[src/verilog/winograd_cfg.svh]
`ifndef WINOGRAD_CFG_SVH
`define WINOGRAD_CFG_SVH

// ~~~~~~~~~~~~~~~~~~~~~~~~~~~~~~~~~~~~~~~~~~~~~~~~~
// word widths
// ~~~~~~~~~~~~~~~~~~~~~~~~~~~~~~~~~~~~~~~~~~~~~~~~~
`define WINO_ACC_W 30 // product and sum width
`define WINO_OUT_W 16
`define WINO_FRAC 8 // dropped on requantization

// ~~~~~~~~~~~~~~~~~~~~~~~~~~~~~~~~~~~~~~~~~~~~~~~~~
// tile geometry and lanes
// ~~~~~~~~~~~~~~~~~~~~~~~~~~~~~~~~~~~~~~~~~~~~~~~~~
`define WINO_LANES 2
`define WINO_IN_N 6 // F(4,3) input tile edge
`define WINO_OUT_N 4

`endif

[src/verilog/winograd_pkg.sv]
`include "winograd_cfg.svh"

package winograd_pkg;

	// one accumulator word, read as a number or as requant fields
	typedef union packed {
		logic signed [`WINO_ACC_W-1:0] raw;
		struct packed {
			logic sign;
			logic [`WINO_ACC_W-`WINO_OUT_W-`WINO_FRAC-2:0] guard; // overflow bits
			logic [`WINO_OUT_W-1:0] value;
			logic [`WINO_FRAC-1:0] frac;
		} q;
	} acc_word_u;

	// product tile row on its way in
	typedef struct packed {
		logic last;
		acc_word_u [`WINO_IN_N-1:0] word;
	} tile_row_in_t;

	// requantized output row
	typedef struct packed {
		logic last;
		logic [`WINO_OUT_N-1:0][`WINO_OUT_W-1:0] data;
	} tile_row_out_t;

endpackage

[src/verilog/tile_dispatcher.sv]
`timescale 1ns/1ps
`include "winograd_cfg.svh"

module tile_dispatcher
	import winograd_pkg::*;
(
	input  logic                   clk,
	input  logic                   i_reset,
	input  tile_row_in_t           i_row,
	input  logic                   i_valid,
	output logic                   o_ready,
	output tile_row_in_t           o_lane_row,
	output logic [`WINO_LANES-1:0] o_lane_wr,
	input  logic [`WINO_LANES-1:0] i_lane_ready
);

	localparam int LANE_W = (`WINO_LANES > 1) ? $clog2(`WINO_LANES) : 1;
	localparam logic [LANE_W-1:0] LAST_LANE = LANE_W'(`WINO_LANES - 1);
	localparam logic [2:0] LAST_ROW = 3'(`WINO_IN_N - 1);

	logic [2:0]        row_cnt;
	logic [LANE_W-1:0] ptr;
	logic              accept;

	// stall while the next lane in turn is still busy
	assign o_ready = i_lane_ready[ptr];
	assign accept = i_valid && o_ready;

	always_comb begin
		o_lane_row = i_row;
		o_lane_row.last = (row_cnt == LAST_ROW); // source leaves it low
		o_lane_wr = '0;
		if (accept)
			o_lane_wr[ptr] = 1'b1;
	end

	// ~~~~~~~~~~~~~~~~~~~~~~~~~~~~~~~~~~~~~~~~~~~~~~~~~
	// row count and round-robin pointer
	// ~~~~~~~~~~~~~~~~~~~~~~~~~~~~~~~~~~~~~~~~~~~~~~~~~
	always_ff @(posedge clk) begin
		if (i_reset) begin
			row_cnt <= '0;
			ptr <= '0;
		end else if (accept) begin
			if (row_cnt == LAST_ROW) begin
				row_cnt <= '0;
				ptr <= (ptr == LAST_LANE) ? '0 : ptr + 1'b1; // whole tile sent
			end else begin
				row_cnt <= row_cnt + 3'd1;
			end
		end
	end

endmodule

[config.mk]
export PLATFORM = sky130hd
export DESIGN_NAME = tile_dispatcher
export DESIGN_NICKNAME = d
export VERILOG_FILES = /design/src/verilog/winograd_pkg.sv /design/src/verilog/tile_dispatcher.sv
export VERILOG_INCLUDE_DIRS = /design/src /design/src/verilog
export SDC_FILE = /design/constraint.sdc
export NUM_CORES = 1
export LEC_CHECK = 0
export BUFFER_PORTS_ARGS = -buffer_cell sky130_fd_sc_hd__buf_2
export CAP_MARGIN = 25
export CORE_AREA = 4 4 140 142
export DETAILED_ROUTE_END_ITERATION = 8
export DIE_AREA = 0 0 144 146
export PLACE_DENSITY_LB_ADDON = 0.25
export SLEW_MARGIN = 5
export SYNTH_ARGS = -nofsm -noshare
export SYNTH_HDL_FRONTEND = slang
export SYNTH_SLANG_ARGS = --single-unit
[constraint.sdc]
create_clock -name clk -period 3.5 [get_ports clk]
set_input_delay 0 -clock clk [delete_from_list [all_inputs] [get_ports clk]]
set_output_delay 0 -clock clk [all_outputs]
set_load 0.02 [all_outputs]
==> summary.md <==
| Metric | Value |
|---|---|
| # rows | `50` |
| CTS tree | `built` |
| Num ports | `370` |
| CP bufs+invs | `1` |
| R2R Path End | `ptr$_SDFFE_PP0P_` |
| Initial DRC count | `27` |
| Mean number of vias per cell | `1.79` |
| Die Area | `21,000 µm²` |
| Setup violators final | `0` |
| F_max | `between 600 and 700 MHz` |
| Hpwl dp | `2.63 mm` |
| Gr usage total | `between 2 and 3%` |
| Grt total ovfl | `0` |
| Worst setup path endpoint | `ptr$_SDFFE_PP0P_` |
| Setup Fix Bufs, Post-CTS | `0` |
| Minimum clock period | `approximately 1500 ps` |
| Sw Ratio | `roughly 18%` |
| Fin area | `about 620 µm²` |
| Final core utilization | `under 10%` |
| Least-Margin Pin Slew | `433 ps` |
| Worst relative slew slack | `a little over two thirds` |
| Post-Syn Nets | `390` |
| Reg2reg setup slack | `approximately 2000 ps` |
| Yosys cell types | `16` |
| Seq cells post-synth | `4` |
| Initial antenna violation count | `0` |
| Worst EP required | `roughly 3600 ps` |
| Maximum VDD drop | `about 0.13 mV` |
| Yosys warns | `0` |
| Worst setup EP type | `register` |
| Layout cell share with drive strength beyond 1 | `~34%` |
| Fin. max-slew vios | `0` |
| Core area | `18,500 µm²` |
| Final Hold Viols | `0` |
| Status | `finished clean` |
| Number of global-route vias before repair | `about 530` |
| Hold crit path type | `in -> out` |
| Clock Sinks | `4` |
| Register area share after synthesis | `5.13%` |
| Pleak | `0.159 nW` |
| Post-CTS Resized | `0` |
| Remaining antenna violation count | `0` |
| Placed Instance Area | `542 µm²` |
| Clk slew on worst S/H paths | `approximately 30 ps` |
| Most frequent cells in the layout | `buf_2 (8), dfxtp_1 (4), o21ai_0 (3), a21oi_1 (3), clkbuf_16 (3)` |
| Share of total power in the clock network | `about three quarters` |
| Hold-fix buffers, CTS | `0` |
| Critical Path Max Stage Delay | `about 440 ps` |
| Pre-antenna DRT Iters | `3` |
| Area leader, netlist | `buf_4` |
| Worst setup SP type | `register` |
| Per-cell routed wire length | `~13 µm` |
| Pint | `between 0.15 and 0.2 mW` |
| Max cap viols | `0` |
| Part of the power in combinational logic | `between 4 and 5%` |
| Reg2reg path depth | `4` |
| Post-Syn Instances | `just over 200` |
| Largest net degree at the start of global routing | `8` |
| Worst r2r src | `ptr$_SDFFE_PP0P_` |
| Most common cell after layout, fill and taps aside | `buf_2` |
| Area contributors post-synth | `buf_4 (87%), dfxtp_1 (5.1%), a21oi_1 (0.96%), o21ai_0 (0.96%), mux2_4 (0.96%)` |
| Insertion delay to the later sink of the worst-skew pair | `roughly 230 ps` |
| DIE HEIGHT | `between 100 and 150 µm` |
| Synthesized area per cell | `about 7.6 µm²` |
| TritonCTS buffer count | `3` |
| Htree depth | `1` |
| Crit path DAT | `around 1700 ps` |
| Setup TNS | `0 ps` |
| Worst Clk Skew | `approximately 3.5 ps` |
| Critical path, cell by cell | `mux2i_1 -> inv_1 -> and3_1 -> mux2_4` |
| Starting density of the core | `8.45%` |
| Psw | `roughly 0.043 mW` |
| Antenna fix cells | `0` |
| Post-layout net count | `223` |
| Family with the most delay on the worst path | `multiplexers` |
| Final wirelength | `between 3 and 4 mm` |
| RSZ-0062 raised after global routing | `false` |
| Setup ws final | `around 2000 ps` |
| Area share of the largest cell type after synthesis | `between 80% and 90%` |
| Power per cell area | `about 390 nW/µm²` |
| PortBufs | `8` |
| Clock Tree Buf Depth | `2` |
| Setup Crit Path Kind | `reg -> reg` |
| Area growth syn-to-layout | `-60.5%` |
| Gp weighted congestion | `about 0.60` |
| Post-route DRC violation count | `0` |
| Seq pwr share | `slightly below 20%` |
| Synth Cell Area | `~1600 µm²` |
| Worst path depth | `4` |
| First-pass GRT wire length | `roughly 4 mm` |
| Period Utilization, post-route | `around 44%` |
| Pwr Total | `approximately 0.24 mW` |
| Worst Setup SP | `ptr$_SDFFE_PP0P_` |
| Die Wd | `between 100 and 150 µm` |
| Pre-CTS WS | `slightly below 2000 ps` |
| CP max-delay cell | `mux2i_1` |
| Clock root buffer | `clkbuf_16` |
| Worst-path fanout max | `7` |
| Via count | `482` |
==> state kept, by name (all words and copies together), names as in the netlist <==
register  cells
ptr           1
row_cnt       3
==> worst reg2reg max path, stage by stage, from the launching register on <==
cell and delay [ps]:
dfxtp_1 400, mux2i_1 440, inv_1 110, and3_1 200, mux2_4 290
==> metal layers <==
| metal | track usage (%) | routed length, µm |
|---|---|---|
| met2 | 1.84 | 933 |
| met4 | 8.71 | 1100 |
| met5 | 0 | 0 |
| met1 | 0.750 | 345 |
| met3 | 3.52 | 1050 |
==> cells by family after synthesis <==
kind of cell,after synthesis,share of synthesized area [%]
buf+inv,182,87.1
simple gates,10,4.25
compound gates,6,1.92
flops,4,5.13
mux,2,1.60
==> layout make-up <==
cell class / instances / area, µm²
clock buffer: 3 / 75.1
fill: 2169 / 17800
inverter: 2 / 7.51
multi-input combinational: 18 / 121
sequential: 4 / 80.1
tap: 234 / 293
timing repair buffer: 8 / 40.0
==> synth_stat cells <==
master and instances:
buf_4 180, nand2_1 1, inv_1 2, and3_1 2, and3b_1 1, nor2_1 1
or3_1 1, or4b_1 1, nor3b_1 1, mux2i_1 1, a21oi_1 3, mux2_4 1
dfxtp_1 4, o21ai_0 3, or4_1 1, nor2b_1 1
==> stage by stage <==
stage,hold slack [ps],instances
after floorplan,69.1,204
after global placement,0.137,266
after detailed placement,0.137,266
after CTS,0.137,269
after global routing,0.0292,269
final,0.00706,269
==> worst min path at each step <==
stage	to	cells past startpoint	startpoint
floorplan	row_cnt[0]$_SDFFE_PP0P_	1	i_reset
global placement	o_lane_row[102]	0	i_row[102]
detailed placement	o_lane_row[102]	0	i_row[102]
CTS	o_lane_row[102]	0	i_row[102]
global route	o_lane_row[98]	0	i_row[98]
finish	o_lane_row[167]	0	i_row[167]
==> power groups by stage <==
stage	Sequential (mW)	Clock [mW]	Combinational, mW
floorplan	0.0483	0	0.306
global placement	0.0485	0	0.0113
detailed placement	0.0484	0	0.0114
CTS	0.0478	0.185	0.0114
global route	0.0481	0.189	0.0125
finish	0.0478	0.181	0.0113
Power figures use the tool's default switching activity.
