===== config.mk =====
export PLATFORM = sky130hd
export DESIGN_NAME = winograd_inverse_lane
export DESIGN_NICKNAME = d
export VERILOG_FILES = /design/src/verilog/winograd_pkg.sv /design/src/verilog/winograd_adder_tree.sv /design/src/verilog/winograd_inverse_lane.sv
export VERILOG_INCLUDE_DIRS = /design/src /design/src/verilog
export SDC_FILE = /design/constraint.sdc
export NUM_CORES = 2
export LEC_CHECK = 0
export ABC_AREA = 1
export BUFFER_PORTS_ARGS = -buffer_cell sky130_fd_sc_hd__clkbuf_2
export CAP_MARGIN = 30
export CORE_MARGIN = 5
export CORE_UTILIZATION = 40
export CTS_BUF_LIST = sky130_fd_sc_hd__clkbuf_8
export DETAILED_ROUTE_END_ITERATION = 8
export HOLD_SLACK_MARGIN = 0.02
export PLACE_DENSITY = 0.59
export SYNTH_ARGS = -nofsm -noshare
export SYNTH_HDL_FRONTEND = slang
export SYNTH_SLANG_ARGS = --single-unit

===== constraint.sdc =====
create_clock -name clk -period 24.8 [get_ports clk]
set_input_delay 0 -clock clk [delete_from_list [all_inputs] [get_ports clk]]
set_output_delay 0 -clock clk [all_outputs]
set_load 0.1 [all_outputs]

===== src/verilog/winograd_cfg.svh =====
`ifndef WINOGRAD_CFG_SVH
`define WINOGRAD_CFG_SVH

// ~~~~~~~~~~~~~~~~~~~~~~~~~~~~~~~~~~~~~~~~~~~~~~~~~
// word widths
// ~~~~~~~~~~~~~~~~~~~~~~~~~~~~~~~~~~~~~~~~~~~~~~~~~
`define WINO_ACC_W 30 // product and sum width
`define WINO_OUT_W 16
`define WINO_FRAC 8 // dropped on requantization

// ~~~~~~~~~~~~~~~~~~~~~~~~~~~~~~~~~~~~~~~~~~~~~~~~~
// tile geometry and lanes
// ~~~~~~~~~~~~~~~~~~~~~~~~~~~~~~~~~~~~~~~~~~~~~~~~~
`define WINO_LANES 2
`define WINO_IN_N 6 // F(4,3) input tile edge
`define WINO_OUT_N 4

`endif


===== src/verilog/winograd_pkg.sv =====
`include "winograd_cfg.svh"

package winograd_pkg;

	// one accumulator word, read as a number or as requant fields
	typedef union packed {
		logic signed [`WINO_ACC_W-1:0] raw;
		struct packed {
			logic sign;
			logic [`WINO_ACC_W-`WINO_OUT_W-`WINO_FRAC-2:0] guard; // overflow bits
			logic [`WINO_OUT_W-1:0] value;
			logic [`WINO_FRAC-1:0] frac;
		} q;
	} acc_word_u;

	// product tile row on its way in
	typedef struct packed {
		logic last;
		acc_word_u [`WINO_IN_N-1:0] word;
	} tile_row_in_t;

	// requantized output row
	typedef struct packed {
		logic last;
		logic [`WINO_OUT_N-1:0][`WINO_OUT_W-1:0] data;
	} tile_row_out_t;

endpackage


===== src/verilog/winograd_adder_tree.sv =====
`timescale 1ns/1ps
`include "winograd_cfg.svh"

module winograd_adder_tree
	import winograd_pkg::*;
(
	input  logic      clk,
	input  acc_word_u i_data [6],
	output acc_word_u o_sum
);

	logic [`WINO_ACC_W-1:0] s1 [3]; // pair sums
	logic [`WINO_ACC_W-1:0] s2 [2];

	// all sums wrap at the accumulator width
	always_ff @(posedge clk) begin
		for (int i = 0; i < 3; i++) begin
			s1[i] <= i_data[2*i].raw + i_data[2*i+1].raw;
		end
		s2[0] <= s1[0] + s1[1];
		s2[1] <= s1[2]; // odd one out waits a stage
		o_sum.raw <= s2[0] + s2[1];
	end

endmodule


===== src/verilog/winograd_inverse_lane.sv =====
`timescale 1ns/1ps
`include "winograd_cfg.svh"

module winograd_inverse_lane
	import winograd_pkg::*;
(
	input  logic          clk,
	input  logic          i_reset,
	input  tile_row_in_t  i_row,
	input  logic          i_wr,
	output logic          o_ready,
	input  logic [1:0]    i_rd_idx,
	output tile_row_out_t o_out_row,
	output logic          o_tile_valid,
	input  logic          i_release
);

	localparam logic [1:0] ST_LOAD   = 2'd0;
	localparam logic [1:0] ST_DRAIN  = 2'd1;
	localparam logic [1:0] ST_SERIAL = 2'd2;
	localparam logic [1:0] ST_HOLD   = 2'd3;
	localparam logic [1:0] LAST_COL  = 2'(`WINO_OUT_N - 1);

	logic [1:0] state;
	logic       wr_ok;
	logic [2:0] p1_vld; // follows the first-pass adder stages
	logic [2:0] p1_last;
	logic [2:0] p2_vld;
	logic [1:0] p2_col [3];
	logic [1:0] ser_cnt;

	acc_word_u p1_sum [`WINO_OUT_N];
	acc_word_u p2_sum [`WINO_OUT_N];
	acc_word_u [`WINO_OUT_N-1:0] buf_q [`WINO_IN_N]; // rows of M*A
	logic [`WINO_OUT_N-1:0][`WINO_OUT_W-1:0] tile_q [`WINO_OUT_N];

	// one entry of A^T row k times input c, by shifts and negation only
	function automatic acc_word_u at_term(input acc_word_u x, input int k, input int c);
		acc_word_u t;
		t.raw = '0;
		case (c)
			0: if (k == 0) t.raw = x.raw;
			1, 2: t.raw = x.raw;
			3, 4: t.raw = x.raw << k;
			default: if (k == 3) t.raw = x.raw;
		endcase
		if ((c == 2 || c == 4) && k[0])
			t.raw = -t.raw; // odd rows alternate sign
		return t;
	endfunction

	// relu, then keep bits 23..8
	function automatic logic [`WINO_OUT_W-1:0] relu_q(input acc_word_u s);
		return s.q.sign ? '0 : s.q.value;
	endfunction

	assign o_ready = (state == ST_LOAD);
	assign wr_ok = i_wr && o_ready;

	// ~~~~~~~~~~~~~~~~~~~~~~~~~~~~~~~~~~~~~~~~~~~~~~~~~
	// both passes, one tree per output index
	// ~~~~~~~~~~~~~~~~~~~~~~~~~~~~~~~~~~~~~~~~~~~~~~~~~
	for (genvar k = 0; k < `WINO_OUT_N; k++) begin : g_pass
		acc_word_u p1_in [`WINO_IN_N];
		acc_word_u p2_in [`WINO_IN_N];

		always_comb begin
			for (int c = 0; c < `WINO_IN_N; c++) begin
				p1_in[c] = at_term(i_row.word[c], k, c);
				p2_in[c] = at_term(buf_q[c][ser_cnt], k, c); // column ser_cnt of M*A
			end
		end

		winograd_adder_tree winograd_adder_tree_p1_inst (
			.clk    (clk),
			.i_data (p1_in),
			.o_sum  (p1_sum[k])
		);

		winograd_adder_tree winograd_adder_tree_p2_inst (
			.clk    (clk),
			.i_data (p2_in),
			.o_sum  (p2_sum[k])
		);
	end

	// ~~~~~~~~~~~~~~~~~~~~~~~~~~~~~~~~~~~~~~~~~~~~~~~~~
	// control
	// ~~~~~~~~~~~~~~~~~~~~~~~~~~~~~~~~~~~~~~~~~~~~~~~~~
	always_ff @(posedge clk) begin
		if (i_reset) begin
			state <= ST_LOAD;
			p1_vld <= '0;
			p2_vld <= '0;
			ser_cnt <= '0;
			o_tile_valid <= 1'b0;
		end else begin
			p1_vld <= {p1_vld[1:0], wr_ok};
			p2_vld <= {p2_vld[1:0], state == ST_SERIAL};
			if (p2_vld[2] && p2_col[2] == LAST_COL)
				o_tile_valid <= 1'b1;
			case (state)
				ST_LOAD: begin
					if (wr_ok && i_row.last)
						state <= ST_DRAIN;
				end
				ST_DRAIN: begin
					if (p1_vld[2] && p1_last[2]) begin // last M*A row lands now
						state <= ST_SERIAL;
						ser_cnt <= '0;
					end
				end
				ST_SERIAL: begin
					ser_cnt <= ser_cnt + 2'd1;
					if (ser_cnt == LAST_COL)
						state <= ST_HOLD;
				end
				default: begin
					if (i_release) begin
						state <= ST_LOAD;
						o_tile_valid <= 1'b0;
					end
				end
			endcase
		end
	end

	// ~~~~~~~~~~~~~~~~~~~~~~~~~~~~~~~~~~~~~~~~~~~~~~~~~
	// datapath
	// ~~~~~~~~~~~~~~~~~~~~~~~~~~~~~~~~~~~~~~~~~~~~~~~~~
	always_ff @(posedge clk) begin
		p1_last <= {p1_last[1:0], i_row.last};
		p2_col[0] <= ser_cnt;
		p2_col[1] <= p2_col[0];
		p2_col[2] <= p2_col[1];
		if (p1_vld[2]) begin
			for (int r = 0; r < `WINO_IN_N - 1; r++) begin
				buf_q[r] <= buf_q[r+1];
			end
			for (int k = 0; k < `WINO_OUT_N; k++) begin
				buf_q[`WINO_IN_N-1][k] <= p1_sum[k]; // newest row at the top
			end
		end
		// second pass yields one column of Y per cycle
		if (p2_vld[2]) begin
			for (int k = 0; k < `WINO_OUT_N; k++) begin
				tile_q[k][p2_col[2]] <= relu_q(p2_sum[k]);
			end
		end
	end

	always_comb begin
		o_out_row.last = (i_rd_idx == LAST_COL);
		o_out_row.data = tile_q[i_rd_idx];
	end

endmodule


==> impl_results.md <==
* Area growth, synth to finish at 17.5%
* Dpl cells at 14870
* Mean routed wirelength per cell at between 20 and 30 µm
* Synthesis Warnings at 0
* Leak Pwr at 51.9 nW
* Outcome: complete, no violations
* Clock Latency Late Sink at ~1.1 ns
* Num CTS Buffers at about 370
* F_max at ~0.16 GHz
* Flops & latches, synth at 2120
* Post-Syn Nets at around 12000
* CP bufs+invs at 9
* Peak supply drop at 0.0000620 V
* Worst hold margin at 0.100 ns
* TNS Setup at 0 ns
* Total number of vias at 86150
* Antenna-violating nets left at 0
* Drt drc at 0
* Max transition margin at 18.5%
* Largest net degree at the start of global routing at roughly 220
* H-tree Lvls at 5
* Worst endpoint data arrival time at 7.21 ns
* CTS Root Cell: clkbuf_8
* DIE WIDTH at 520 µm
* Worst hold path type: in2reg
* FFs w/ async S/R, synth at 0%
* Clock tree from TritonCTS: done
* Reg area at between 0.05 and 0.06 mm²
* Share of layout cells above drive strength 1 at around 7%
* EDFF count, synth at 970
* Worst Reg2Reg Path Length in Cells at 12
* Cell count of the worst hold path at 4
* Clock slew at reported path FFs at 0.06 ns
* # fillers at 24685
* Synthesized cell area at around 0.10 mm²
* Tcrit/Tclk final at between 20% and 30%
* Pre-Repair DR Iteration Count at 6
* Critical path depth in cells at 28
* Final Max Tran Viols at 0
* Cell count after synthesis at 11336
* Global-route wire length before repair at 584000 µm
* WP data required at 25.72 ns
* Post-cts resize count at 0
* Final Net Count at approximately 13000
* Clock sinks at approximately 2100
* Die Y at ~520 µm
* Hold Fails Final Rpt at 0
* Critical path class: in2reg
* Ys flop type: dfxtp_1
* PwrDens at 131 mW/mm²
* Number of port buffers at 253
* Post-layout min period at between 6 and 7 ns
* Remaining global-route overflow at 0
* Dpl hpwl at approximately 330000 µm
* Seq/Total Area, Yosys at 50.2%
* Die ar. at ~0.27 mm²
* Unrepaired setup endpoints after global routing: false
* Clk buf depth at 4
* Mean Syn Cell Area at slightly above 9 µm²
* Initial Utilization at approximately 40%
* RD Place Congestion at approximately 1.0
* Clk_skew at roughly 0.19 ns
* Cell variety after synth at 60
* Total Wirelength at roughly 410000 µm
* Crit-path slowest cell: dlygate4sd3_1
* Initial antenna violation count at 26
* Vias in the first global route at just under 90000
* Drt via density at 5.35
* Overall routing resource usage at 29.4%
* Worst path max stage delay at between 0.7 and 0.8 ns
* Row cnt at ~190
* Crit-path max FO at 5
* Nature of the critical path endpoint: flop
* Max cap viols at 0
* Setup Buffers After CTS at 0
* Core ar. at between 0.2 and 0.3 mm²
* Final Non-Filler Cells at ~16000
* Crit path launch type: primary input
* Worst-Margin Slew at about 1.2 ns
* Boundary Pins at between 200 and 300
* Footprint of the multi-input gates at between 0.04 and 0.05 mm²
* Finish-stage setup viols at 0
* Initial drt markers at 7096
* Delay-heaviest family, CP: buffers and inverters
==> report_power, final <==
| group | total (mW) | leakage, nW | switching (mW) | internal, mW |
|---|---|---|---|---|
| Sequential | 5.15 | 18.5 | 0.544 | 4.61 |
| Clock | 3.14 | 4.17 | 1.45 | 1.70 |
| Combinational | 7.64 | 29.3 | 5.29 | 2.36 |
| Total | 15.9 | 51.9 | 7.28 | 8.66 |
==> metal layers <==
metal  global-route usage (%)  up-vias  wire [µm]
met5                        0        -         27
met4                     20.4        4      34400
met3                     3.76      942      18400
met2                     50.9     3012     197000
met1                     33.7    40962     158000
li1                         -    41230          -
==> placed cells by master, fill, tap and decap left out, drive strengths merged, types with 85 or more instances in the layout <==
| cell | count |
|---|---|
| nand2 | 2024 |
| nor2 | 1186 |
| dfxtp | 1150 |
| inv | 1080 |
| a21oi | 989 |
| o21ai | 971 |
| edfxtp | 970 |
| ha | 800 |
| clkbuf | 666 |
| xor2 | 590 |
| dlygate4sd3 | 555 |
| nand3 | 452 |
| o22ai | 176 |
| xnor2 | 171 |
| nor3 | 159 |
| nand4 | 100 |
| a21o | 85 |
==> synthesized netlist by cell type (17+ instances only) <==
cell type / count / area, µm²
a211oi_1: 17 / 128
a21o_1: 85 / 638
a21oi_1: 987 / 4940
a31oi_1: 42 / 263
buf_2: 27 / 135
buf_6: 17 / 191
clkbuf_1: 115 / 432
dfxtp_1: 1150 / 23000
edfxtp_1: 970 / 29100
fa_1: 23 / 460
ha_1: 800 / 10000
inv_1: 934 / 3510
nand2_1: 2000 / 7510
nand2_2: 23 / 144
nand3_1: 451 / 2260
nand3b_1: 38 / 285
nand4_1: 99 / 619
nor2_1: 1167 / 4380
nor3_1: 147 / 736
nor4_1: 58 / 363
o211ai_1: 20 / 150
o21a_1: 54 / 405
o21ai_0: 960 / 4800
o21bai_1: 78 / 586
o22ai_1: 176 / 1100
xnor2_1: 171 / 1500
xor2_1: 590 / 5170
==> final timing paths <==
| check | startpoint | endpoint | slack, ns |
|---|---|---|---|
| worst max register to register | ser_cnt[0] | g_pass[2].winograd_adder_tree_p2_inst.s1[0][58] | 18.90 |
| worst min-delay path | i_row[61] | g_pass[3].winograd_adder_tree_p1_inst.s1[0][31] | 0.10 |
| worst min register to register | g_pass[3].winograd_adder_tree_p2_inst.s1[0][83] | g_pass[3].winograd_adder_tree_p2_inst.s2[0][53] | 0.23 |
| worst max-delay path | i_row[60] | g_pass[3].winograd_adder_tree_p1_inst.s1[0][59] | 18.51 |
==> stage by stage <==
stage / utilization [%] / instance area (µm²) / setup WS (ns) / total power, mW
floorplan: - / 104000 / 6.95 / 9.64
global placement: 42.1 / 109000 / 19.16 / 12.7
detailed placement: 42.2 / 109000 / 19.08 / 12.7
CTS: 47.1 / 122000 / 18.57 / 16.0
global route: 47.1 / 122000 / 18.15 / 16.9
finish: 47.1 / 122000 / 18.51 / 15.9
==> registers in the layout, summed over array words and instances (netlist names), 3 cells and up <==
signal	flops
p1_vld	3
g_pass.winograd_adder_tree_p2_inst.o_sum	68
g_pass.winograd_adder_tree_p1_inst.s2	206
g_pass.winograd_adder_tree_p2_inst.s2	205
buf_q	714
g_pass.winograd_adder_tree_p1_inst.s1	266
p1_last	3
p2_vld	3
g_pass.winograd_adder_tree_p2_inst.s1	266
p2_col	6
tile_q	256
g_pass.winograd_adder_tree_p1_inst.o_sum	119
==> area by class of cell <==
class                           instances  area share [%]
Antenna cell                           28          0.0574
Clock buffer                          414            4.67
Clock inverter                        242            1.22
Inverter                              943            2.91
Multi-Input combinational cell       8097            38.9
Sequential cell                      2120            42.7
Tap cell                             3402            3.49
Timing Repair Buffer                  865            6.04
==> kinds of logic after synthesis <==
logic type	count (synthesis)	synth area share, %
simple gates	4025	16.0
compound gates	2488	13.1
flops	2120	50.2
xor+xnor	761	6.41
fa+ha+maj	823	10.1
buf+inv	1119	4.24
==> worst reg2reg max path, cell delays in order, from the launching register on <==
cell      delay [ns]
dfxtp_4         0.54
buf_4           0.67
buf_12          0.72
nand2_1         0.30
a32oi_1         0.77
inv_1           0.33
fa_1            0.53
o21ai_0         0.57
a21oi_1         0.29
o21bai_1        0.42
nand3_1         0.25
o21ai_0         0.28
xor2_1          0.15
==> timing repair <==
action | in CTS | in global routing
endpoints found under the hold margin | 278 | 0
setup endpoints to repair | 0 | 0
hold buffers | 555 | 0
No activity file was read; power rests on OpenSTA's default activity.
