[config.mk]
export PLATFORM = sky130hd
export DESIGN_NAME = tile_collector
export DESIGN_NICKNAME = d
export VERILOG_FILES = /design/src/verilog/winograd_pkg.sv /design/src/verilog/tile_collector.sv
export VERILOG_INCLUDE_DIRS = /design/src /design/src/verilog
export SDC_FILE = /design/constraint.sdc
export NUM_CORES = 1
export LEC_CHECK = 0
export BUFFER_PORTS_ARGS = -buffer_cell sky130_fd_sc_hd__buf_2
export CORE_AREA = 8 8 74 76
export CTS_BUF_LIST = sky130_fd_sc_hd__clkbuf_4 sky130_fd_sc_hd__clkbuf_8 sky130_fd_sc_hd__clkbuf_16
export DETAILED_ROUTE_END_ITERATION = 12
export DIE_AREA = 0 0 82 84
export PLACE_DENSITY = 0.79
export SKIP_CTS_REPAIR_TIMING = 1
export SLEW_MARGIN = 20
export SYNTH_ARGS = -nofsm -noshare
export SYNTH_HDL_FRONTEND = slang
export SYNTH_SLANG_ARGS = --single-unit
export TNS_END_PERCENT = 100
[constraint.sdc]
create_clock -name clk -period 3.29 [get_ports clk]
set_input_delay 0.329 -clock clk [delete_from_list [all_inputs] [get_ports clk]]
set_output_delay 0.329 -clock clk [all_outputs]
set_load 0.02 [all_outputs]
[src/verilog/winograd_cfg.svh]
`ifndef WINOGRAD_CFG_SVH
`define WINOGRAD_CFG_SVH

// ~~~~~~~~~~~~~~~~~~~~~~~~~~~~~~~~~~~~~~~~~~~~~~~~~
// word widths
// ~~~~~~~~~~~~~~~~~~~~~~~~~~~~~~~~~~~~~~~~~~~~~~~~~
`define WINO_ACC_W 30 // product and sum width
`define WINO_OUT_W 16
`define WINO_FRAC 8 // dropped on requantization

// ~~~~~~~~~~~~~~~~~~~~~~~~~~~~~~~~~~~~~~~~~~~~~~~~~
// tile geometry and lanes
// ~~~~~~~~~~~~~~~~~~~~~~~~~~~~~~~~~~~~~~~~~~~~~~~~~
`define WINO_LANES 2
`define WINO_IN_N 6 // F(4,3) input tile edge
`define WINO_OUT_N 4

`endif

[src/verilog/winograd_pkg.sv]
`include "winograd_cfg.svh"

package winograd_pkg;

	// one accumulator word, read as a number or as requant fields
	typedef union packed {
		logic signed [`WINO_ACC_W-1:0] raw;
		struct packed {
			logic sign;
			logic [`WINO_ACC_W-`WINO_OUT_W-`WINO_FRAC-2:0] guard; // overflow bits
			logic [`WINO_OUT_W-1:0] value;
			logic [`WINO_FRAC-1:0] frac;
		} q;
	} acc_word_u;

	// product tile row on its way in
	typedef struct packed {
		logic last;
		acc_word_u [`WINO_IN_N-1:0] word;
	} tile_row_in_t;

	// requantized output row
	typedef struct packed {
		logic last;
		logic [`WINO_OUT_N-1:0][`WINO_OUT_W-1:0] data;
	} tile_row_out_t;

endpackage

[src/verilog/tile_collector.sv]
`timescale 1ns/1ps
`include "winograd_cfg.svh"

module tile_collector
	import winograd_pkg::*;
(
	input  logic                   clk,
	input  logic                   i_reset,
	input  tile_row_out_t          i_lane_row [`WINO_LANES],
	input  logic [`WINO_LANES-1:0] i_lane_valid,
	output logic [1:0]             o_rd_idx,
	output logic [`WINO_LANES-1:0] o_release,
	output tile_row_out_t          o_row,
	output logic                   o_valid,
	input  logic                   i_ready
);

	localparam int LANE_W = (`WINO_LANES > 1) ? $clog2(`WINO_LANES) : 1;
	localparam logic [LANE_W-1:0] LAST_LANE = LANE_W'(`WINO_LANES - 1);
	localparam logic [1:0] LAST_ROW = 2'(`WINO_OUT_N - 1);

	logic [LANE_W-1:0] ptr;
	logic [1:0]        row_idx;
	logic              accept;
	logic              tile_done;

	assign o_rd_idx = row_idx;
	assign o_valid = i_lane_valid[ptr];
	assign accept = o_valid && i_ready;
	assign tile_done = accept && (row_idx == LAST_ROW);

	// lane tile is held, so the row stays put through a stall
	always_comb begin
		o_row.data = i_lane_row[ptr].data;
		o_row.last = (row_idx == LAST_ROW);
	end

	// frees the lane on the same edge that takes its last row
	always_comb begin
		o_release = '0;
		if (tile_done)
			o_release[ptr] = 1'b1;
	end

	// ~~~~~~~~~~~~~~~~~~~~~~~~~~~~~~~~~~~~~~~~~~~~~~~~~
	// drain order matches the dispatcher
	// ~~~~~~~~~~~~~~~~~~~~~~~~~~~~~~~~~~~~~~~~~~~~~~~~~
	always_ff @(posedge clk) begin
		if (i_reset) begin
			ptr <= '0;
			row_idx <= '0;
		end else if (accept) begin
			row_idx <= row_idx + 2'd1; // wraps to row 0
			if (tile_done)
				ptr <= (ptr == LAST_LANE) ? '0 : ptr + 1'b1;
		end
	end

endmodule

==> key figures, run 1 <==
Worst setup path
  • Crit path cell chain: buf_12 -> mux2_2 -> buf_2
  • Worst R2R Path Depth: 4
  • Classification of the worst setup path: register to output port
  • Peak fanout along the critical path: 40
  • Critical path launch point type: register
  • RR Endpoint: o_rd_idx[0]
  • Longest individual stage delay on the worst path: 0.63 ns
  • R2r setup slk: about 1.5 ns
  • Crit path capture type: output port
  • CP startpoint: ptr
  • Slowest cell on the critical path: sky130_fd_sc_hd__dfxtp_4
  • Endpoint required time on the critical path: around 3.0 ns
  • Data arrival time of the critical path: roughly 1.7 ns
  • Reg-to-Reg Start: ptr

Floorplanning
  • Die span in x: ~82 µm
  • I/O pin count: about 210
  • Site row count: 24
  • Area of the die: 6890 µm²
  • Standard cell core area: 4260 µm²
  • Y dimension of the die: approximately 84 µm
  • Starting utilization of the core area: roughly 26%

Power
  • Leakage power: about 0.0013 µW
  • Power density over the cells: approximately 180 nW/µm²
  • Worst VDD drop: 0.000152 V

Synth
  • Mapped Area: 1100 µm²
  • Average size of a mapped cell: around 12 µm²
  • Gate Count Post-Synth: 90
  • Synth cell types: 16
  • Share of the yosys chip area belonging to registers: under 10%
  • Yosys synthesis warning count: 0
  • Number of flip-flops and latches in the synthesized netlist: 3
  • Nets in the synthesized netlist: ~230

Layout
  • Total non-filler cell area in the finished layout: approximately 2200 µm²
  • Final non-filler cell total: 342
  • Count of inserted antenna diode cells: 0
  • Area occupied by multi-input gates: between 900 and 1000 µm²
  • Share of cells above drive strength 1: 94.1%
  • Area growth from synthesis to final layout: 98.6%
  • Register Area: around 64 µm²
  • Nets: ~430
  • Filler Cells Inserted: 420

Drt
  • Iteration-0 DRC count of the detailed router: 25
  • Detailed-route wire length: approximately 5.7 mm
  • DRC: 0
  • Via Count: approximately 1.5k
  • WL/cell: roughly 17 µm
  • Total iterations of the first detailed-routing run: 3
  • Detail Route Antenna Nets: 0
  • Average vias per placed instance: 4.35

STA
  • Setup TNS after final layout: 0 ns
  • Measured slew at the worst slew-check pin: between 0.4 and 0.5 ns
  • Tcrit/Tclk final: just over 60%
  • Max-slew headroom at the worst pin: ~69%
  • Worst hold slack across all endpoints: around 0.33 ns
  • RSZ-0062 raised after global routing: false
  • Clock tree skew after final layout: approximately 0.0015 ns
  • Final critical delay including setup and external delays: 2.05 ns
  • Max Freq: slightly below 500 MHz
  • Max Transition Viols Final: 0
  • Setup Viol. Count Final: 0
  • Final Hold Fails: 0

Global route
  • GRT overflow: 0
  • Maximum number of pins on one net before global-route repair: approximately 40
  • Total global routing track utilization: between 10 and 15%
  • Vias in the first global route: between 1.5k and 2k
  • Wire length of the first global-routing pass: just over 8 mm
  • Antenna violations before repair: 0

Placed design
  • Port buffer count: slightly above 200
  • Hpwl dp: 5.22 mm
  • GP Congestion: about 0.76
  • Inst Count DP: roughly 340
  • Cell Area, Placed: about 2100 µm²

Clock tree
  • Maximum clock insertion buffer count: 2
  • Clock tree from TritonCTS: done
  • Clock insertion delay at the later pin of the skew report: 0.21 ns
  • Clk slew on worst S/H paths: roughly 0.03 ns
  • CTS sink count: 3
  • Clock Root Buffer: sky130_fd_sc_hd__clkbuf_8
  • Clock buffer count from CTS: 3
  • Level count of the clock H-tree: 1

Min path
  • Hold_sp: i_reset
  • End of the worst hold path: ptr
  • Min-Delay Path Class: primary input to register
  • Worst hold path depth: 2

Run status
  • Result of the run: completed

Job
  • Reported max-cap violation count: 0
## per-layer routing
layer  part of all wire [%]  wire (µm)  track usage [%]  vias up
met5                      0          0                0        -
met4                   0.58         33             2.56        0
met3                     12        708             4.63        4
met2                     54       3080             29.0       97
met1                     33       1880             14.0      651
li1                       -          -                -      737
## registers in the layout, summed over array words and instances (netlist names)
| name | count |
|---|---|
| ptr | 1 |
| o_rd_idx | 2 |
## final cells by class
class                   count  area share (%)
multi-input cells          80            44.5
flip-flops and latches      3            2.93
well taps                  52            2.99
repair buffers            203            47.3
clock buffers               4            2.24
## worst max-delay path by stage
stage | end | slack [ns] | depth (start not counted)
final | o_row[44] | 1.24 | 3
after global routing | o_row[44] | 1.14 | 3
after CTS | o_row[44] | 1.22 | 3
after detailed placement | o_row[44] | 1.44 | 3
after global placement | o_row[44] | 1.46 | 3
after floorplan | o_release[0] | 1.52 | 3
## cells by family (layout without fill, tap and decap cells)
| family | count (synthesis) | in the layout | synth area share [%] |
|---|---|---|---|
| simple gates | 11 | 11 | 5.13 |
| buf+inv | 7 | 207 | 6.04 |
| mux | 66 | 66 | 80.6 |
| fa+ha+maj | 1 | 1 | 1.14 |
| flops | 3 | 3 | 5.47 |
| compound gates | 2 | 2 | 1.60 |
## stage by stage
| step | utilization [%] | setup slack [ns] | total power [µW] |
|---|---|---|---|
| 2_1_floorplan | - | 1.52 | 162 |
| 3_3_place_gp | 50.0 | 1.46 | 276 |
| 3_5_place_dp | 50.0 | 1.44 | 282 |
| 4_1_cts | 51.1 | 1.22 | 399 |
| 5_1_grt | 51.1 | 1.14 | 416 |
| 6_report | 51.1 | 1.24 | 392 |
## where the power goes
group / total [µW] / switching [µW] / internal, µW / leakage [µW]
combinational: 239 / 109 / 130 / 0.00120
sequential: 39.2 / 1.81 / 37.4 / 0.0000252
clock: 114 / 23.1 / 90.7 / 0.0000262
## critical path, delay by kind of cell, from the launching register on
kind                   cells  cell delay [ns]
multiplexers               1             0.37
buffers and inverters      2             0.48
flip-flops                 1             0.63
## cells in the final DEF, fill, tap and decap left out
cell	netlist	routed
sky130_fd_sc_hd__mux2_1	1	1
sky130_fd_sc_hd__ha_1	1	1
sky130_fd_sc_hd__a31oi_1	1	1
sky130_fd_sc_hd__mux2i_1	1	1
sky130_fd_sc_hd__buf_12	0	1
sky130_fd_sc_hd__mux2_4	38	38
sky130_fd_sc_hd__clkbuf_4	0	1
sky130_fd_sc_hd__dfxtp_4	0	1
sky130_fd_sc_hd__nor3_1	1	1
sky130_fd_sc_hd__nor2b_1	1	1
sky130_fd_sc_hd__nor2_1	2	2
sky130_fd_sc_hd__dfxtp_1	3	2
sky130_fd_sc_hd__clkbuf_8	0	3
sky130_fd_sc_hd__a21boi_2	1	1
sky130_fd_sc_hd__mux2_2	26	26
sky130_fd_sc_hd__nand2b_1	3	3
sky130_fd_sc_hd__nor3b_1	1	1
sky130_fd_sc_hd__nand2_1	3	3
sky130_fd_sc_hd__buf_2	2	202
## Yosys cell counts
master | instances | share of area (%)
sky130_fd_sc_hd__mux2_1 | 1 | 1.0
sky130_fd_sc_hd__mux2_4 | 38 | 52
sky130_fd_sc_hd__nor2b_1 | 1 | 0.57
sky130_fd_sc_hd__nand2b_1 | 3 | 1.7
sky130_fd_sc_hd__buf_2 | 2 | 0.91
sky130_fd_sc_hd__dfxtp_1 | 3 | 5.5
sky130_fd_sc_hd__mux2i_1 | 1 | 0.91
sky130_fd_sc_hd__mux2_2 | 26 | 27
sky130_fd_sc_hd__nor3b_1 | 1 | 0.68
sky130_fd_sc_hd__a21boi_2 | 1 | 1.0
sky130_fd_sc_hd__a31oi_1 | 1 | 0.57
sky130_fd_sc_hd__nor3_1 | 1 | 0.46
sky130_fd_sc_hd__nand2_1 | 3 | 1.0
sky130_fd_sc_hd__nor2_1 | 2 | 0.68
sky130_fd_sc_hd__ha_1 | 1 | 1.1
sky130_fd_sc_hd__buf_6 | 5 | 5.1
Power figures use the tool's default switching activity.
==> run 2, diff against run 1 <==
ABC_AREA = 1   (was default)
CORE_AREA = default   (was 8 8 74 76)
CORE_MARGIN = 8   (was default)
CORE_UTILIZATION = 22   (was default)
DIE_AREA = default   (was 0 0 82 84)
PLACE_DENSITY = 0.77   (was 0.79)
clock period = 1.75 ns   (was 3.29 ns; I/O delays follow)
==> run 2 against run 1 <==
Net effect:
- synthesized cell count grew to 2.6 times the previous value
- cell count is 40% higher
- wire length is 0.11% higher
- non-clock buffer count is 2 higher
- flip-flop and latch count stayed put
- core utilization is 2.6 points lower
- critical path depth is 3 higher
- global-route usage is 0.63 points higher
- hold slack worse by 0.11 ns
- largest cell class unchanged
==> key figures, run 2 <==
Run status
  • Result of the run: completed (unchanged)

Power
  • Worst VDD drop: 0.000346 V (was 0.000152 V)
  • Leakage power: 0.00149 µW (was 0.00125 µW)
  • Power density over the cells: 363 nW/µm² (was 180 nW/µm²)

Layout
  • Highest-count cells in the layout ignoring fill and taps: sky130_fd_sc_hd__buf_2, sky130_fd_sc_hd__nand2_1, sky130_fd_sc_hd__nor2_1, sky130_fd_sc_hd__inv_1 (was sky130_fd_sc_hd__buf_2, sky130_fd_sc_hd__mux2_4, sky130_fd_sc_hd__mux2_2)
  • Max reg flops: 2 (unchanged)
  • Nets: 564 (was 427)
  • Most common library cell in the layout ignoring fill and taps: sky130_fd_sc_hd__buf_2 (unchanged)
  • Share of cells above drive strength 1: 49.6% (was 94.1%)
  • Register Area: 61.3 µm² (was 63.8 µm²)
  • Area occupied by multi-input gates: 800 µm² (was 971 µm²)
  • Final non-filler cell total: 479 (was 342)
  • Filler Cells Inserted: 458 (was 420)
  • Area growth from synthesis to final layout: 116% (was 98.6%)
  • Count of inserted antenna diode cells: 0 (unchanged)

Clock tree
  • Clk slew on worst S/H paths: 0.03 ns (about the same)
  • Clock buffer count from CTS: 3 (unchanged)
  • Maximum clock insertion buffer count: 2 (unchanged)
  • Clock Root Buffer: sky130_fd_sc_hd__clkbuf_8 (unchanged)
  • Clock tree from TritonCTS: done (unchanged)
  • Level count of the clock H-tree: 1 (unchanged)
  • CTS sink count: 3 (unchanged)
  • Clock insertion delay at the later pin of the skew report: 0.21 ns (about the same)

Worst setup path
  • Reg-to-Reg Start: ptr (unchanged)
  • Top cell by count, worst path: sky130_fd_sc_hd__nand2_1
  • Cell family with most CP delay: buffers and inverters (was flip-flops)
  • Slowest cell on the critical path: sky130_fd_sc_hd__dfxtp_2 (was sky130_fd_sc_hd__dfxtp_4)
  • Crit path cell chain: buf_12 -> nand2_1 -> nand2_1 -> nand4_1 -> inv_1 -> buf_2 (was buf_12 -> mux2_2 -> buf_2)
  • Peak fanout along the critical path: 67 (was 40)
  • RR Endpoint: o_rd_idx[1] (was o_rd_idx[0])
  • Critical path launch point type: register (unchanged)
  • Classification of the worst setup path: register to output port (unchanged)
  • Crit path capture type: output port (unchanged)
  • Longest individual stage delay on the worst path: 0.34 ns (was 0.63 ns)
  • Count of buffer and inverter cells on the critical path: 3 (was 2)
  • Data arrival time of the critical path: 1.39 ns (was 1.72 ns)
  • CP startpoint: ptr (unchanged)
  • Worst R2R Path Depth: 6 (was 4)
  • Endpoint required time on the critical path: 1.57 ns (was 2.96 ns)
  • R2r setup slk: 0.50 ns (was 1.53 ns)

Drt
  • Average vias per placed instance: 4.18 (was 4.35)
  • Total iterations of the first detailed-routing run: 4 (was 3)
  • WL/cell: 11.9 µm (was 16.7 µm)
  • Via Count: 2004 (was 1489)
  • Detail Route Antenna Nets: 0 (unchanged)
  • Detailed-route wire length: 5.71 mm (was 5.70 mm)
  • DRC: 0 (unchanged)
  • Iteration-0 DRC count of the detailed router: 64 (was 25)

Global route
  • Total global routing track utilization: 15.3% (was 14.7%)
  • Antenna violations before repair: 0 (unchanged)
  • Wire length of the first global-routing pass: 8.36 mm (was 8.14 mm)
  • Vias in the first global route: 2000 (was 1623)
  • GRT overflow: 0 (unchanged)
  • Maximum number of pins on one net before global-route repair: 68 (was 41)

STA
  • Clock tree skew after final layout: 0.000769 ns (was 0.00147 ns)
  • Final critical delay including setup and external delays: 1.56 ns
  • Setup TNS after final layout: 0 ns (unchanged)
  • Measured slew at the worst slew-check pin: 0.291 ns (was 0.466 ns)
  • RSZ-0062 raised after global routing: false (unchanged)
  • Max-slew headroom at the worst pin: 80.6% (was 69.0%)
  • Setup Viol. Count Final: 0 (unchanged)
  • Final Hold Fails: 0 (unchanged)
  • Tcrit/Tclk final: between 80% and 90%
  • Max Freq: about 640 MHz
  • Max Transition Viols Final: 0 (unchanged)

Synth
  • Number of flip-flops and latches in the synthesized netlist: 3 (unchanged)
  • Async SR Flop Fraction: 0% (unchanged)
  • Cell types occupying the most area after synthesis: sky130_fd_sc_hd__nand2_1, sky130_fd_sc_hd__dfxtp_1, sky130_fd_sc_hd__buf_2, sky130_fd_sc_hd__buf_4, sky130_fd_sc_hd__nor2_1 (was sky130_fd_sc_hd__mux2_4, sky130_fd_sc_hd__mux2_2, sky130_fd_sc_hd__dfxtp_1, sky130_fd_sc_hd__buf_6, sky130_fd_sc_hd__nand2b_1)
  • Area share of the leading cell type in the synthesized netlist: 77.5% (was 52.0%)
  • Top flip-flop cell by instance count after synthesis: sky130_fd_sc_hd__dfxtp_1 (unchanged)
  • Synth cell types: 12 (was 16)
  • Mapped Area: 958 µm² (was 1100 µm²)
  • Synth area leader: sky130_fd_sc_hd__nand2_1 (was sky130_fd_sc_hd__mux2_4)
  • Most common cell in the synthesized netlist: sky130_fd_sc_hd__nand2_1 (was sky130_fd_sc_hd__mux2_4)
  • Share of the yosys chip area belonging to registers: 6.27% (was 5.47%)
  • EDFF count, synth: 0 (unchanged)
  • Gate Count Post-Synth: 232 (was 90)
  • Yosys synthesis warning count: 0 (unchanged)
  • Average size of a mapped cell: 4.13 µm² (was 12.2 µm²)
  • Top cells by instance count after synthesis: sky130_fd_sc_hd__nand2_1, sky130_fd_sc_hd__buf_2, sky130_fd_sc_hd__nor2_1 (was sky130_fd_sc_hd__mux2_4, sky130_fd_sc_hd__mux2_2, sky130_fd_sc_hd__buf_6)
  • Nets in the synthesized netlist: 368 (was 226)

Placed design
  • GP Congestion: 0.805 (was 0.760)
  • Inst Count DP: 475 (was 338)
  • Hpwl dp: 4.90 mm (was 5.22 mm)
  • Port buffer count: 202 (unchanged)

Floorplanning
  • Area of the die: 6720 µm² (was 6890 µm²)
  • Site row count: 24 (unchanged)
  • Starting utilization of the core area: 22.5% (was 25.7%)
  • I/O pin count: 205 (unchanged)
  • Standard cell core area: 4260 µm² (unchanged)
  • Y dimension of the die: 82.0 µm (was 84 µm)
  • Die span in x: 82.0 µm (was 82 µm)

Min path
  • End of the worst hold path: ptr (unchanged)
  • Worst hold path depth: 4 (was 2)
  • Hold_sp: i_reset (unchanged)
  • Min-Delay Path Class: primary input to register (unchanged)

Job
  • Reported max-cap violation count: 0 (unchanged)
==> run 2: cell count changes after synthesis, moves of 3 or more <==
cell and change:
sky130_fd_sc_hd__nand2b_1 -3, sky130_fd_sc_hd__clkbuf_1 +3, sky130_fd_sc_hd__buf_2 +5, sky130_fd_sc_hd__buf_4 +4
sky130_fd_sc_hd__nand2_1 +195, sky130_fd_sc_hd__mux2_2 -26, sky130_fd_sc_hd__inv_1 +4, sky130_fd_sc_hd__buf_6 -5
sky130_fd_sc_hd__mux2_4 -38, sky130_fd_sc_hd__nor2_1 +4
==> run 2: worst min-delay path, stage by stage <==
cell	delay [ns]
sky130_fd_sc_hd__buf_2	0.08
sky130_fd_sc_hd__inv_1	0.04
sky130_fd_sc_hd__nand2_1	0.06
sky130_fd_sc_hd__nor2_1	0.04
==> run 2: worst max-delay path by stage <==
stage              endpoint  slack [ns]  cells after the start
6_report       o_release[1]        0.19                      6
5_1_grt        o_release[0]        0.02                      6
3_5_place_dp   o_release[1]        0.40                      6
3_3_place_gp   o_release[1]        0.40                      6
2_1_floorplan  o_release[0]        0.34                      3
4_1_cts        o_release[1]        0.17                      6
==> run 2: final cells by class <==
type / instances / share of cell area, %
timing repair buffer: 205 / 51.8
multi-input combinational: 209 / 38.7
tap: 52 / 3.15
sequential: 3 / 2.96
clock buffer: 4 / 2.36
inverter: 6 / 1.09
==> run 2: power breakdown <==
group	internal (µW)	total, µW	switching (µW)
combinational	204	458	254
clock	171	216	45.1
sequential	72.6	76.4	3.72
total	448	751	303
==> run 2: routing by layer <==
layer / vias up / track usage [%] / wire length [µm]
met3: 2 / 5.47 / 752
met2: 101 / 30.1 / 2890
li1: 1072 / - / -
met5: - / 0 / 0
met1: 829 / 14.4 / 2030
met4: 0 / 4.39 / 29
==> run 2: kinds of logic (layout without fill, tap and decap cells) <==
family                     after synthesis  count (layout)  share of synthesized area, %
and+or+nand+nor                        206             206                          81.1
buffers and inverters                   20             215                          10.3
DFF                                      3               3                          6.27
AOI/OAI and AO/OA                        2               2                          1.04
adders and majority gates                1               1                          1.31
==> run 2: through the flow <==
stage	util [%]	total power [µW]	hold slack (ns)	instance area (µm²)	worst slack, ns
2_1_floorplan	-	290	0.338	958	0.344
3_3_place_gp	47.4	532	0.434	2020	0.398
3_5_place_dp	47.4	538	0.438	2020	0.405
4_1_cts	48.5	762	0.211	2070	0.165
5_1_grt	48.5	814	0.237	2070	0.0250
6_report	48.5	751	0.218	2070	0.187
==> run 3, diff against run 2 <==
clock period = 1.4 ns   (was 1.75 ns; I/O delays follow)
==> run 3 against run 2 <==
Net effect:
- flip-flop and latch count is the same
- design area grew 0.91%
- critical endpoint unchanged
- wire length grew 0.82%
- die area is the same
- non-clock buffer count grew 1
- register-to-register slack lost 0.12 ns
- clock-buffer cell count is the same
- critical path depth shrank 2
- hold slack lost 0.039 ns
==> key figures, run 3 (same netlist as run 2, synthesis figures left out) <==
Run status
  • Result of the run: completed (unchanged)

Worst setup path
  • Levels on crit path: 4 (was 6)
  • Classification of the worst setup path: register to output port (unchanged)
  • R2r setup slk: 0.38 ns (was 0.50 ns)
  • Reg-to-Reg Start: ptr (unchanged)
  • Critical path launch point type: register (unchanged)
  • Slowest cell on the critical path: sky130_fd_sc_hd__dfxtp_2 (unchanged)
  • Cell family with most CP delay: buffers and inverters (unchanged)
  • Crit path cell chain: buf_12 -> nand4_1 -> inv_1 -> buf_2 (was buf_12 -> nand2_1 -> nand2_1 -> nand4_1 -> inv_1 -> buf_2)
  • Data arrival time of the critical path: 1.17 ns (was 1.39 ns)
  • Crit path capture type: output port (unchanged)
  • Longest individual stage delay on the worst path: 0.38 ns (was 0.34 ns)
  • Count of buffer and inverter cells on the critical path: 3 (unchanged)
  • Worst R2R Path Depth: 6 (unchanged)
  • Peak fanout along the critical path: 36 (was 67)
  • RR Endpoint: o_rd_idx[1] (unchanged)
  • Endpoint required time on the critical path: 1.26 ns (was 1.57 ns)

STA
  • Final Hold Fails: 0 (unchanged)
  • Max-slew headroom at the worst pin: 86.6% (was 80.6%)
  • Max Transition Viols Final: 0 (unchanged)
  • Tcrit/Tclk final: a little over nine tenths
  • RSZ-0062 raised after global routing: true (was false)
  • Max Freq: roughly 760 MHz
  • Setup Viol. Count Final: 0 (unchanged)
  • Clock tree skew after final layout: 0.000778 ns (was 0.000769 ns)
  • Least setup slack across all paths after layout: 0.0877 ns (was 0.187 ns)
  • Final critical delay including setup and external delays: between 1 and 1.5 ns
  • Measured slew at the worst slew-check pin: 0.201 ns (was 0.291 ns)

Layout
  • Most common library cell in the layout ignoring fill and taps: sky130_fd_sc_hd__buf_2 (unchanged)
  • Area growth from synthesis to final layout: 118% (was 116%)
  • Area occupied by multi-input gates: 802 µm² (was 800 µm²)
  • Share of cells above drive strength 1: 50.0% (was 49.6%)
  • Register Area: 61.3 µm² (unchanged)
  • Filler Cells Inserted: 470 (was 458)
  • Count of inserted antenna diode cells: 0 (unchanged)
  • Max reg flops: 2 (unchanged)
  • Final non-filler cell total: 480 (was 479)
  • Nets: 565 (was 564)
  • Highest-count cells in the layout ignoring fill and taps: sky130_fd_sc_hd__buf_2, sky130_fd_sc_hd__nand2_1, sky130_fd_sc_hd__nor2_1, sky130_fd_sc_hd__inv_1 (unchanged)

Drt
  • Total iterations of the first detailed-routing run: 4 (unchanged)
  • Detail Route Antenna Nets: 0 (unchanged)
  • Iteration-0 DRC count of the detailed router: 91 (was 64)
  • WL/cell: 12.0 µm (was 11.9 µm)
  • Via Count: 1984 (was 2004)
  • Detailed-route wire length: 5.75 mm (was 5.71 mm)
  • DRC: 0 (unchanged)
  • Average vias per placed instance: 4.13 (was 4.18)

Power
  • Worst VDD drop: 0.000475 V (was 0.000346 V)
  • Power density over the cells: 453 nW/µm² (was 363 nW/µm²)
  • Leakage power: 0.00150 µW (was 0.00149 µW)

Placed design
  • Inst Count DP: 476 (was 475)
  • GP Congestion: 0.813 (was 0.805)
  • Worst setup timing slack at the placement stage: 0.179 ns (was 0.405 ns)
  • Port buffer count: 202 (unchanged)
  • Hpwl dp: 4.90 mm (about the same)

Min path
  • End of the worst hold path: ptr (unchanged)
  • Worst hold path depth: 4 (unchanged)
  • Hold_sp: i_reset (unchanged)
  • Min-Delay Path Class: primary input to register (unchanged)

Clock tree
  • Level count of the clock H-tree: 1 (unchanged)
  • Clock Root Buffer: sky130_fd_sc_hd__clkbuf_8 (unchanged)
  • Clock insertion delay at the later pin of the skew report: 0.22 ns (was 0.21 ns)
  • CTS sink count: 3 (unchanged)
  • Clk slew on worst S/H paths: 0.03 ns (about the same)
  • Clock tree from TritonCTS: done (unchanged)
  • Maximum clock insertion buffer count: 2 (unchanged)
  • Clock buffer count from CTS: 3 (unchanged)

Global route
  • Total global routing track utilization: 14.9% (was 15.3%)
  • Antenna violations before repair: 0 (unchanged)
  • GRT overflow: 0 (unchanged)
  • Maximum number of pins on one net before global-route repair: 37 (was 68)
  • Vias in the first global route: 1896 (was 2000)
  • Wire length of the first global-routing pass: 8.31 mm (was 8.36 mm)

Floorplanning
  • Y dimension of the die: 82.0 µm (unchanged)
  • Site row count: 24 (unchanged)
  • Standard cell core area: 4260 µm² (unchanged)
  • Starting utilization of the core area: 22.5% (unchanged)
  • Area of the die: 6720 µm² (unchanged)
  • Die span in x: 82.0 µm (unchanged)
  • I/O pin count: 205 (unchanged)

Job
  • Reported max-cap violation count: 0 (unchanged)
## run 3: cell types whose count changed in the layout (fill, tap and decap cells not counted)
cell                       previous run  this run
sky130_fd_sc_hd__nand2_1            198       197
sky130_fd_sc_hd__buf_4                0         1
sky130_fd_sc_hd__nand2_2              0         1
sky130_fd_sc_hd__clkbuf_4             1         2
sky130_fd_sc_hd__buf_2              202       200
sky130_fd_sc_hd__buf_6                0         1
## run 3: per-stage QoR
step                      cell area (µm²)  TNS (ns)  total power (µW)  hold slack, ns  utilization (%)
after global placement               2010         0               665           0.400             47.2
final                                2090         0               946           0.180             48.9
after CTS                            2060   -0.0728               959           0.175             48.4
after global routing                 2090   -0.0527              1020           0.191             48.9
after detailed placement             2010         0               671           0.407             47.2
after floorplan                       958         0               362           0.303                -
## run 3: area by class of cell
| type | instances | area share (%) |
|---|---|---|
| Multi-Input combinational cell | 209 | 38.4 |
| Sequential cell | 3 | 2.94 |
| Inverter | 6 | 1.08 |
| Tap cell | 52 | 3.12 |
| Clock buffer | 4 | 2.34 |
| Timing Repair Buffer | 206 | 52.1 |
## run 3: how the worst max path moves through the flow
stage	start	endpoint	slack, ns
global route	ptr	o_row[34]	-0.02
floorplan	o_rd_idx[0]	o_release[0]	0.03
global placement	ptr	o_release[1]	0.19
finish	ptr	o_release[1]	0.09
detailed placement	ptr	o_release[1]	0.18
CTS	ptr	o_release[1]	-0.07
## run 3: where the power goes
group / internal (µW) / switching, µW / total (µW)
clock network: 214 / 63.0 / 277
logic: 257 / 317 / 574
registers: 90.8 / 4.47 / 95.2
## run 3: worst register-to-register path: cells and delay by family (launching register included)
kind	cells	cell delay (ns)
compound gates	1	0.16
simple gates	4	0.29
flops	1	0.34
buf+inv	1	0.11
## run 3: metal layers
metal	GRT usage (%)	routed length, µm
met5	0	0
met2	27.9	2870
met3	4.81	806
met4	2.81	28
met1	16.1	2050
